File: src/common/cred_rd_consts.svh
// Credit read path constants
`ifndef CRED_RD_CONSTS_SVH
`define CRED_RD_CONSTS_SVH

// Data beat width, 8 bytes per beat
`define CRED_DATA_BITS    64

// Request field widths
`define CRED_VADDR_BITS   32
`define CRED_LEN_BITS     16
`define CRED_PID_BITS     4

// Largest card packet in bytes
`define CRED_PKT_BYTES    32

// Packets allowed in flight
`define CRED_MAX_CREDITS  4

// Host request queue entries
`define CRED_REQ_QDEPTH   4

// Data FIFO beats, four full packets
`define CRED_DATA_DEPTH   16

`endif

File: src/common/cred_rd_pkg.sv
// Credit read path types
`default_nettype none

`include "cred_rd_consts.svh"

package cred_rd_pkg;

    // Request splitter states
    typedef enum logic [0:0] {
        PARSE_IDLE,
        PARSE_SPLIT
    } parse_state_t;

    // Virtual address
    typedef logic [`CRED_VADDR_BITS-1:0] vaddr_t;

    // Byte length
    typedef logic [`CRED_LEN_BITS-1:0] len_t;

    // Process id
    typedef logic [`CRED_PID_BITS-1:0] pid_t;

endpackage

`default_nettype wire

File: src/logic/credit_rd_top.sv
// Credit read path top
`default_nettype none

`include "cred_rd_consts.svh"

module credit_rd_top (
    input  wire                  aclk,
    input  wire                  rst_n,

    input  wire                  s_req_valid,
    output logic                 s_req_ready,
    input  wire cred_rd_pkg::vaddr_t s_req_vaddr,
    input  wire cred_rd_pkg::len_t   s_req_len,
    input  wire cred_rd_pkg::pid_t   s_req_pid,

    output logic                 m_req_valid,
    input  wire                  m_req_ready,
    output cred_rd_pkg::vaddr_t  m_req_vaddr,
    output cred_rd_pkg::len_t    m_req_len,
    output cred_rd_pkg::pid_t    m_req_pid,
    output logic                 m_req_last,

    input  wire                  s_data_valid,
    output logic                 s_data_ready,
    input  wire [`CRED_DATA_BITS-1:0] s_data,
    input  wire                  s_data_last,

    output logic                 m_data_valid,
    input  wire                  m_data_ready,
    output logic [`CRED_DATA_BITS-1:0] m_data,
    output logic                 m_data_last,
    output cred_rd_pkg::pid_t    m_data_pid
);

    // Queue to parser
    logic                q_valid;
    logic                q_ready;
    cred_rd_pkg::vaddr_t q_vaddr;
    cred_rd_pkg::len_t   q_len;
    cred_rd_pkg::pid_t   q_pid;

    // Parser to credit gate
    logic                pkt_valid;
    logic                pkt_ready;
    cred_rd_pkg::vaddr_t pkt_vaddr;
    cred_rd_pkg::len_t   pkt_len;
    cred_rd_pkg::pid_t   pkt_pid;
    logic                pkt_last;

    // Credit gate to sequencer
    logic                cred_valid;
    logic                cred_ready;
    cred_rd_pkg::vaddr_t cred_vaddr;
    cred_rd_pkg::len_t   cred_len;
    cred_rd_pkg::pid_t   cred_pid;
    logic                cred_last;

    // Tagged data and credit return
    logic                       tag_valid;
    logic                       tag_ready;
    logic [`CRED_DATA_BITS-1:0] tag_data;
    logic                       tag_last;
    cred_rd_pkg::pid_t          tag_pid;
    logic                       pkt_done;

    req_queue inst_queue (
        .aclk(aclk), .rst_n(rst_n),
        .s_valid(s_req_valid), .s_ready(s_req_ready),
        .s_vaddr(s_req_vaddr), .s_len(s_req_len), .s_pid(s_req_pid),
        .m_valid(q_valid), .m_ready(q_ready),
        .m_vaddr(q_vaddr), .m_len(q_len), .m_pid(q_pid)
    );

    req_parser inst_parser (
        .aclk(aclk), .rst_n(rst_n),
        .s_valid(q_valid), .s_ready(q_ready),
        .s_vaddr(q_vaddr), .s_len(q_len), .s_pid(q_pid),
        .m_valid(pkt_valid), .m_ready(pkt_ready),
        .m_vaddr(pkt_vaddr), .m_len(pkt_len), .m_pid(pkt_pid), .m_last(pkt_last)
    );

    req_credits inst_credits (
        .aclk(aclk), .rst_n(rst_n),
        .s_valid(pkt_valid), .s_ready(pkt_ready),
        .s_vaddr(pkt_vaddr), .s_len(pkt_len), .s_pid(pkt_pid), .s_last(pkt_last),
        .m_valid(cred_valid), .m_ready(cred_ready),
        .m_vaddr(cred_vaddr), .m_len(cred_len), .m_pid(cred_pid), .m_last(cred_last),
        .pkt_done(pkt_done)
    );

    req_seq inst_seq (
        .aclk(aclk), .rst_n(rst_n),
        .s_valid(cred_valid), .s_ready(cred_ready),
        .s_vaddr(cred_vaddr), .s_len(cred_len), .s_pid(cred_pid), .s_last(cred_last),
        .m_req_valid(m_req_valid), .m_req_ready(m_req_ready),
        .m_req_vaddr(m_req_vaddr), .m_req_len(m_req_len),
        .m_req_pid(m_req_pid), .m_req_last(m_req_last),
        .s_data_valid(s_data_valid), .s_data_ready(s_data_ready),
        .s_data(s_data), .s_data_last(s_data_last),
        .tag_valid(tag_valid), .tag_ready(tag_ready),
        .tag_data(tag_data), .tag_last(tag_last), .tag_pid(tag_pid)
    );

    data_fifo inst_dq (
        .aclk(aclk), .rst_n(rst_n),
        .tag_valid(tag_valid), .tag_ready(tag_ready),
        .tag_data(tag_data), .tag_last(tag_last), .tag_pid(tag_pid),
        .m_data_valid(m_data_valid), .m_data_ready(m_data_ready),
        .m_data(m_data), .m_data_last(m_data_last), .m_data_pid(m_data_pid),
        .pkt_done(pkt_done)
    );

endmodule

`default_nettype wire

File: src/read_path/data_fifo.sv
// Tagged read data buffer
`default_nettype none

`include "cred_rd_consts.svh"

module data_fifo (
    input  wire                  aclk,
    input  wire                  rst_n,

    input  wire                  tag_valid,
    output logic                 tag_ready,
    input  wire [`CRED_DATA_BITS-1:0] tag_data,
    input  wire                  tag_last,
    input  wire cred_rd_pkg::pid_t   tag_pid,

    output logic                 m_data_valid,
    input  wire                  m_data_ready,
    output logic [`CRED_DATA_BITS-1:0] m_data,
    output logic                 m_data_last,
    output cred_rd_pkg::pid_t    m_data_pid,

    output logic                 pkt_done
);

    localparam int AW = $clog2(`CRED_DATA_DEPTH);

    // Input register stage
    logic                       in_valid;
    logic [`CRED_DATA_BITS-1:0] in_data;
    logic                       in_last;
    cred_rd_pkg::pid_t          in_pid;

    // Beat storage
    logic [`CRED_DATA_BITS-1:0] data_mem [`CRED_DATA_DEPTH];
    logic                       last_mem [`CRED_DATA_DEPTH];
    cred_rd_pkg::pid_t          pid_mem  [`CRED_DATA_DEPTH];

    logic [AW-1:0] wr_ptr;
    logic [AW-1:0] rd_ptr;
    logic [AW:0]   count;
    logic          fifo_full;
    logic          push;
    logic          pop;

    assign fifo_full = (count == (AW+1)'(`CRED_DATA_DEPTH));
    assign push      = in_valid && !fifo_full;

    // Register refills whenever it empties into storage
    assign tag_ready = !in_valid || !fifo_full;

    always_ff @(posedge aclk) begin
        if (!rst_n) begin
            in_valid <= 1'b0;
        end else if (tag_ready) begin
            in_valid <= tag_valid;
        end
    end

    always_ff @(posedge aclk) begin
        if (tag_valid && tag_ready) begin
            in_data <= tag_data;
            in_last <= tag_last;
            in_pid  <= tag_pid;
        end
    end

    assign m_data_valid = (count != '0);
    assign pop          = m_data_valid && m_data_ready;
    assign m_data       = data_mem[rd_ptr];
    assign m_data_last  = last_mem[rd_ptr];
    assign m_data_pid   = pid_mem[rd_ptr];

    // Credit back as a packet's last beat leaves
    assign pkt_done = pop && m_data_last;

    always_ff @(posedge aclk) begin
        if (push) begin
            data_mem[wr_ptr] <= in_data;
            last_mem[wr_ptr] <= in_last;
            pid_mem[wr_ptr]  <= in_pid;
        end
    end

    always_ff @(posedge aclk) begin
        if (!rst_n) begin
            wr_ptr <= '0;
            rd_ptr <= '0;
            count  <= '0;
        end else begin
            if (push) begin
                wr_ptr <= wr_ptr + 1'b1;
            end
            if (pop) begin
                rd_ptr <= rd_ptr + 1'b1;
            end
            if (push && !pop) begin
                count <= count + 1'b1;
            end else if (!push && pop) begin
                count <= count - 1'b1;
            end
        end
    end

endmodule

`default_nettype wire

File: src/read_path/req_credits.sv
// Packet credit gate
`default_nettype none

`include "cred_rd_consts.svh"

module req_credits (
    input  wire                  aclk,
    input  wire                  rst_n,

    input  wire                  s_valid,
    output logic                 s_ready,
    input  wire cred_rd_pkg::vaddr_t s_vaddr,
    input  wire cred_rd_pkg::len_t   s_len,
    input  wire cred_rd_pkg::pid_t   s_pid,
    input  wire                  s_last,

    output logic                 m_valid,
    input  wire                  m_ready,
    output cred_rd_pkg::vaddr_t  m_vaddr,
    output cred_rd_pkg::len_t    m_len,
    output cred_rd_pkg::pid_t    m_pid,
    output logic                 m_last,

    input  wire                  pkt_done
);

    localparam int CW = $clog2(`CRED_MAX_CREDITS + 1);

    // Free packet slots
    logic [CW-1:0] credits;
    logic          have_credit;
    logic          issue;

    assign have_credit = (credits != '0);

    // Both sides blocked with no credit left
    assign m_valid = s_valid && have_credit;
    assign s_ready = m_ready && have_credit;
    assign issue   = m_valid && m_ready;

    assign m_vaddr = s_vaddr;
    assign m_len   = s_len;
    assign m_pid   = s_pid;
    assign m_last  = s_last;

    // Issue and return may coincide
    always_ff @(posedge aclk) begin
        if (!rst_n) begin
            credits <= CW'(`CRED_MAX_CREDITS);
        end else if (issue && !pkt_done) begin
            credits <= credits - 1'b1;
        end else if (!issue && pkt_done) begin
            credits <= credits + 1'b1;
        end
    end

endmodule

`default_nettype wire

File: src/read_path/req_parser.sv
// Request splitter
`default_nettype none

`include "cred_rd_consts.svh"

module req_parser (
    input  wire                  aclk,
    input  wire                  rst_n,

    input  wire                  s_valid,
    output logic                 s_ready,
    input  wire cred_rd_pkg::vaddr_t s_vaddr,
    input  wire cred_rd_pkg::len_t   s_len,
    input  wire cred_rd_pkg::pid_t   s_pid,

    output logic                 m_valid,
    input  wire                  m_ready,
    output cred_rd_pkg::vaddr_t  m_vaddr,
    output cred_rd_pkg::len_t    m_len,
    output cred_rd_pkg::pid_t    m_pid,
    output logic                 m_last
);

    localparam cred_rd_pkg::len_t   PKT_LEN  = cred_rd_pkg::len_t'(`CRED_PKT_BYTES);
    localparam cred_rd_pkg::vaddr_t PKT_STEP = cred_rd_pkg::vaddr_t'(`CRED_PKT_BYTES);

    cred_rd_pkg::parse_state_t state;

    // Request being split
    cred_rd_pkg::vaddr_t cur_vaddr;
    cred_rd_pkg::len_t   rem_len;
    cred_rd_pkg::pid_t   cur_pid;

    logic final_pkt;
    logic take;
    logic emit;

    // Remainder fits in one packet
    assign final_pkt = (rem_len <= PKT_LEN);

    assign s_ready = (state == cred_rd_pkg::PARSE_IDLE);
    assign m_valid = (state == cred_rd_pkg::PARSE_SPLIT);
    assign take    = s_valid && s_ready;
    assign emit    = m_valid && m_ready;

    assign m_vaddr = cur_vaddr;
    assign m_len   = final_pkt ? rem_len : PKT_LEN;
    assign m_pid   = cur_pid;
    assign m_last  = final_pkt;

    always_ff @(posedge aclk) begin
        if (!rst_n) begin
            state <= cred_rd_pkg::PARSE_IDLE;
        end else begin
            case (state)
                cred_rd_pkg::PARSE_IDLE: begin
                    if (take) begin
                        state <= cred_rd_pkg::PARSE_SPLIT;
                    end
                end
                cred_rd_pkg::PARSE_SPLIT: begin
                    // Back to idle once the tail packet goes
                    if (emit && final_pkt) begin
                        state <= cred_rd_pkg::PARSE_IDLE;
                    end
                end
                default: begin
                    state <= cred_rd_pkg::PARSE_IDLE;
                end
            endcase
        end
    end

    // Latch on accept, then step per packet
    always_ff @(posedge aclk) begin
        if (take) begin
            cur_vaddr <= s_vaddr;
            rem_len   <= s_len;
            cur_pid   <= s_pid;
        end else if (emit && !final_pkt) begin
            cur_vaddr <= cur_vaddr + PKT_STEP;
            rem_len   <= rem_len - PKT_LEN;
        end
    end

endmodule

`default_nettype wire

File: src/read_path/req_queue.sv
// Host request queue
`default_nettype none

`include "cred_rd_consts.svh"

module req_queue (
    input  wire                  aclk,
    input  wire                  rst_n,

    input  wire                  s_valid,
    output logic                 s_ready,
    input  wire cred_rd_pkg::vaddr_t s_vaddr,
    input  wire cred_rd_pkg::len_t   s_len,
    input  wire cred_rd_pkg::pid_t   s_pid,

    output logic                 m_valid,
    input  wire                  m_ready,
    output cred_rd_pkg::vaddr_t  m_vaddr,
    output cred_rd_pkg::len_t    m_len,
    output cred_rd_pkg::pid_t    m_pid
);

    localparam int AW = $clog2(`CRED_REQ_QDEPTH);

    // Entry storage
    cred_rd_pkg::vaddr_t vaddr_mem [`CRED_REQ_QDEPTH];
    cred_rd_pkg::len_t   len_mem   [`CRED_REQ_QDEPTH];
    cred_rd_pkg::pid_t   pid_mem   [`CRED_REQ_QDEPTH];

    logic [AW-1:0] wr_ptr;
    logic [AW-1:0] rd_ptr;
    logic [AW:0]   count;
    logic          push;
    logic          pop;

    // Full queue stalls the host
    assign s_ready = (count != (AW+1)'(`CRED_REQ_QDEPTH));
    assign m_valid = (count != '0);
    assign push    = s_valid && s_ready;
    assign pop     = m_valid && m_ready;

    // Head entry straight from storage
    assign m_vaddr = vaddr_mem[rd_ptr];
    assign m_len   = len_mem[rd_ptr];
    assign m_pid   = pid_mem[rd_ptr];

    always_ff @(posedge aclk) begin
        if (push) begin
            vaddr_mem[wr_ptr] <= s_vaddr;
            len_mem[wr_ptr]   <= s_len;
            pid_mem[wr_ptr]   <= s_pid;
        end
    end

    // Pointers wrap on power-of-two depth
    always_ff @(posedge aclk) begin
        if (!rst_n) begin
            wr_ptr <= '0;
            rd_ptr <= '0;
            count  <= '0;
        end else begin
            if (push) begin
                wr_ptr <= wr_ptr + 1'b1;
            end
            if (pop) begin
                rd_ptr <= rd_ptr + 1'b1;
            end
            if (push && !pop) begin
                count <= count + 1'b1;
            end else if (!push && pop) begin
                count <= count - 1'b1;
            end
        end
    end

endmodule

`default_nettype wire

File: src/read_path/req_seq.sv
// Card request register and data tagger
`default_nettype none

`include "cred_rd_consts.svh"

module req_seq (
    input  wire                  aclk,
    input  wire                  rst_n,

    input  wire                  s_valid,
    output logic                 s_ready,
    input  wire cred_rd_pkg::vaddr_t s_vaddr,
    input  wire cred_rd_pkg::len_t   s_len,
    input  wire cred_rd_pkg::pid_t   s_pid,
    input  wire                  s_last,

    output logic                 m_req_valid,
    input  wire                  m_req_ready,
    output cred_rd_pkg::vaddr_t  m_req_vaddr,
    output cred_rd_pkg::len_t    m_req_len,
    output cred_rd_pkg::pid_t    m_req_pid,
    output logic                 m_req_last,

    input  wire                  s_data_valid,
    output logic                 s_data_ready,
    input  wire [`CRED_DATA_BITS-1:0] s_data,
    input  wire                  s_data_last,

    output logic                 tag_valid,
    input  wire                  tag_ready,
    output logic [`CRED_DATA_BITS-1:0] tag_data,
    output logic                 tag_last,
    output cred_rd_pkg::pid_t    tag_pid
);

    localparam int PW = $clog2(`CRED_MAX_CREDITS);

    // Pids of issued packets in card order
    cred_rd_pkg::pid_t pid_mem [`CRED_MAX_CREDITS];

    logic [PW-1:0] pid_wr_ptr;
    logic [PW-1:0] pid_rd_ptr;
    logic [PW:0]   pid_count;
    logic          pid_avail;
    logic          pid_push;
    logic          pid_pop;

    // Output register takes a new request when empty or draining
    assign s_ready = !m_req_valid || m_req_ready;

    always_ff @(posedge aclk) begin
        if (!rst_n) begin
            m_req_valid <= 1'b0;
        end else if (s_ready) begin
            m_req_valid <= s_valid;
        end
    end

    always_ff @(posedge aclk) begin
        if (s_valid && s_ready) begin
            m_req_vaddr <= s_vaddr;
            m_req_len   <= s_len;
            m_req_pid   <= s_pid;
            m_req_last  <= s_last;
        end
    end

    // Credits keep the pid FIFO from overflowing
    assign pid_push  = m_req_valid && m_req_ready;
    assign pid_avail = (pid_count != '0);

    // Card only answers issued requests
    assign s_data_ready = tag_ready;
    assign tag_valid    = s_data_valid && pid_avail;
    assign tag_data     = s_data;
    assign tag_last     = s_data_last;
    assign tag_pid      = pid_mem[pid_rd_ptr];

    // Head retires with its packet's last beat
    assign pid_pop = tag_valid && tag_ready && s_data_last;

    always_ff @(posedge aclk) begin
        if (pid_push) begin
            pid_mem[pid_wr_ptr] <= m_req_pid;
        end
    end

    always_ff @(posedge aclk) begin
        if (!rst_n) begin
            pid_wr_ptr <= '0;
            pid_rd_ptr <= '0;
            pid_count  <= '0;
        end else begin
            if (pid_push) begin
                pid_wr_ptr <= pid_wr_ptr + 1'b1;
            end
            if (pid_pop) begin
                pid_rd_ptr <= pid_rd_ptr + 1'b1;
            end
            if (pid_push && !pid_pop) begin
                pid_count <= pid_count + 1'b1;
            end else if (!pid_push && pid_pop) begin
                pid_count <= pid_count - 1'b1;
            end
        end
    end

endmodule

`default_nettype wire

File: config.mk
export PLATFORM = sky130hd
export DESIGN_NAME = credit_rd_top
export DESIGN_NICKNAME = d
export VERILOG_FILES = /design/src/common/cred_rd_pkg.sv /design/src/logic/credit_rd_top.sv /design/src/read_path/data_fifo.sv /design/src/read_path/req_credits.sv /design/src/read_path/req_parser.sv /design/src/read_path/req_queue.sv /design/src/read_path/req_seq.sv
export VERILOG_INCLUDE_DIRS = /design/src /design/src/common
export SDC_FILE = /design/constraint.sdc
export NUM_CORES = 1
export LEC_CHECK = 0
export BUFFER_PORTS_ARGS = -buffer_cell sky130_fd_sc_hd__buf_2
export CORE_ASPECT_RATIO = 0.8
export CORE_MARGIN = 1
export CORE_UTILIZATION = 43
export DETAILED_ROUTE_END_ITERATION = 16
export PLACE_DENSITY = 0.56
export SYNTH_ARGS = -nofsm -noshare
export SYNTH_HDL_FRONTEND = slang
export SYNTH_SLANG_ARGS = --single-unit
File: constraint.sdc
create_clock -name aclk -period 18 [get_ports aclk]
set_input_delay 0 -clock aclk [delete_from_list [all_inputs] [get_ports aclk]]
set_output_delay 0 -clock aclk [all_outputs]
set_load 0.03 [all_outputs]
==> run summary <==
Run status: finished, final reports clean
Clock Sinks: 1541
Area of the die: 0.136 mm^2
Pleak: 0.0216 uW
Hold Path Origin: s_req_vaddr[27]
I/O pin total: 249
Synthesis Warnings: 0
DRT iter0 DRCs: 2057
Largest net degree at the start of global routing: 112
Postcts setup bufs: 0
Final hold violation count: 0
Highest metal used: met5
Post-Syn Area: 0.0579 mm^2
Seq cells post-synth: 1541
EDFF count, synth: 1502
Worst setup path class: reg -> out
CTS HTree Levels: 4
Final min period: 4.76 ns
Most frequent cells in the layout: 1502 x edfxtp_1, 400 x mux4_2, 248 x buf_2
Worst Setup End Kind: output port
Layout cells sized above 1: 0.300
Slew @ Worst Pin: 1.14 ns
Final HPWL DP: 66400 um
GRT Util Overall: 0.191
Commonest non-fill, non-tap cell in the layout: edfxtp_1
Slew headroom: 0.240
WHS Endpoint: inst_queue.vaddr_mem[3][27]$_DFFE_PP_
Starting Density: 0.433
FP Rows: 120
Syn_area_per_cell: 23.7 um^2
Worst skew pair latency: 0.78 ns
Fin nets: 3187
Post-synthesis sequential area ratio: 0.793
RSZ-0062 raised after global routing: false
WL met2: 64700 um
Fillers: 10500
Reg2reg start: inst_dq.count[1]$_SDFFE_PN0P_
CTS tree: done
Final WS setup: 13.24 ns
WP data required: 18.00 ns
Hold buffer count at CTS: 235
CP Launch Type: flop
Worst r2r path cells: 6
Vias in the first global route: 28800
Routed WL per cell: 26.0 um
Routed via count: 27100
WHS Path Cells: 2
Final Cycle Share: 0.264
Post-CTS sizing: 0
CTS Root Cell: clkbuf_16
Average via count per standard cell: 5.48
Final Setup Violations: 0
Power Density: 143 mW/mm^2
Number of remaining DRC errors: 0
Final WL: 128000 um
Top FF cell, synth: edfxtp_1
DRT antenna net count: 0
Peak VDD IR: 0.000120 V
Gpl congestion: 0.764
RR Endpoint: inst_dq.data_mem[14][15]$_DFFE_PP_
M1 WL: 54400 um
Post-Synthesis Cells: 2447
Initial antenna violation count: 13
Metal3 WL: 5980 um
Setup Skew: 0.0301 ns
Core box area: 0.134 mm^2
Die height: 330 um
Longest Clk Path Bufs: 3
CP arrival: 4.76 ns
Num CTS Buffers: 155
Crit path max fanout: 48
Chip width: 412 um
Gr ovfl total: 0
Worst-path clk slew: 0.06 ns
Port Buffers: 248
Area growth from synthesis to layout: 18.6%
R2R Setup Slk: 14.11 ns
Async SR Flop Fraction: 0
Max cap viols: 0
DR pass1 iterations: 5
Dpl ws: 13.83 ns
First-pass GRT wire length: 189000 um
Max Slew Vio Count: 0
Peak Freq: 0.210 GHz
Synth cell types: 48
Min-Delay Path Class: in -> reg
Final setup TNS: 0 ns
## where the power goes
part,internal (uW),switching [uW]
sequential,4460,337
combinational,884,1080
clock,1710,1340
total,7050,2760
## sequential cells by signal, indices dropped and copies added, names as in the netlist, 5 cells and up, named ones only
signal and count:
inst_dq.last_mem 16, inst_seq.m_req_len 16, inst_dq.pid_mem 64, inst_seq.pid_mem 16
inst_seq.m_req_vaddr 32, inst_queue.vaddr_mem 128, inst_dq.count 5, inst_parser.m_vaddr 32
inst_queue.pid_mem 16, inst_dq.data_mem 1024, inst_queue.len_mem 64, inst_dq.in_data 64
inst_parser.rem_len 16
## cell usage after synthesis, types with 11 or more instances
cell type	n	area share
ha_1	22	0.0048
nand3_1	15	0.0013
a31oi_1	15	0.0016
clkbuf_1	66	0.0043
xnor2_1	27	0.0041
and2_1	37	0.0040
edfxtp_1	1502	0.78
inv_1	22	0.0014
buf_2	36	0.0031
nand2_1	48	0.0031
or3_1	11	0.0012
nor2_1	37	0.0024
dfxtp_1	39	0.013
o21ai_0	37	0.0032
mux4_2	400	0.16
mux2i_1	12	0.0021
xor2_1	12	0.0018
## worst max-delay path by stage
stage	start	endpoint	slack, ns	cells after the start
2_1_floorplan	inst_dq.count[0]$_SDFFE_PN0P_	inst_dq.data_mem[1][0]$_DFFE_PP_	11.65	4
3_3_place_gp	flop	m_data[7]	13.88	5
3_5_place_dp	flop	m_data[7]	13.83	5
4_1_cts	flop	m_data[7]	12.95	5
5_1_grt	flop	m_data[7]	12.78	5
6_report	flop	m_data[7]	13.24	5
## cell families after synthesis
family | count (synthesis) | share of synthesized area
flip-flops | 1541 | 0.793
XOR/XNOR | 39 | 0.00590
buffers and inverters | 131 | 0.00936
AND/OR/NAND/NOR | 214 | 0.0197
multiplexers | 412 | 0.158
AO/OA/AOI/OAI | 83 | 0.00858
other | 1 | 0.0000648
adder cells (fa/ha/maj) | 26 | 0.00614
## layer usage
metal,vias up,track usage
met2,661,0.321
li1,11600,-
met5,-,0
met4,18,0.0604
met3,193,0.0351
met1,14600,0.255
## per-stage QoR
stage / instances / utilization / hold slack (ns) / instance area (um^2) / power (uW)
floorplan: 2456 / - / 0.0989 / 57900 / 6210
global placement: 4415 / 0.460 / 0.178 / 61500 / 6770
detailed placement: 4415 / 0.460 / 0.179 / 61500 / 6840
CTS: 4932 / 0.514 / 0.00511 / 68600 / 9940
global route: 4936 / 0.514 / 0.0269 / 68600 / 10200
finish: 4937 / 0.514 / 0.0439 / 68600 / 9810
## area by class of cell
| class | count | area [um^2] | share of cell area |
|---|---|---|---|
| Inverter | 22 | 82.6 | 0.00120 |
| Timing Repair Buffer | 534 | 3990 | 0.0581 |
| Clock inverter | 82 | 677 | 0.00986 |
| Antenna cell | 5 | 12.5 | 0.000182 |
| Sequential cell | 1541 | 45900 | 0.669 |
| Multi-Input combinational cell | 784 | 11700 | 0.170 |
| Tap cell | 1769 | 2210 | 0.0322 |
| Clock buffer | 200 | 4110 | 0.0599 |
## worst max-delay path, stage by stage, from the launching register on
cell and delay, ns:
dfxtp_4 0.84, buf_4 0.83, buf_4 0.86, mux4_2 0.61, mux4_2 0.53, buf_2 0.21
No activity file was read; power rests on OpenSTA's default activity.
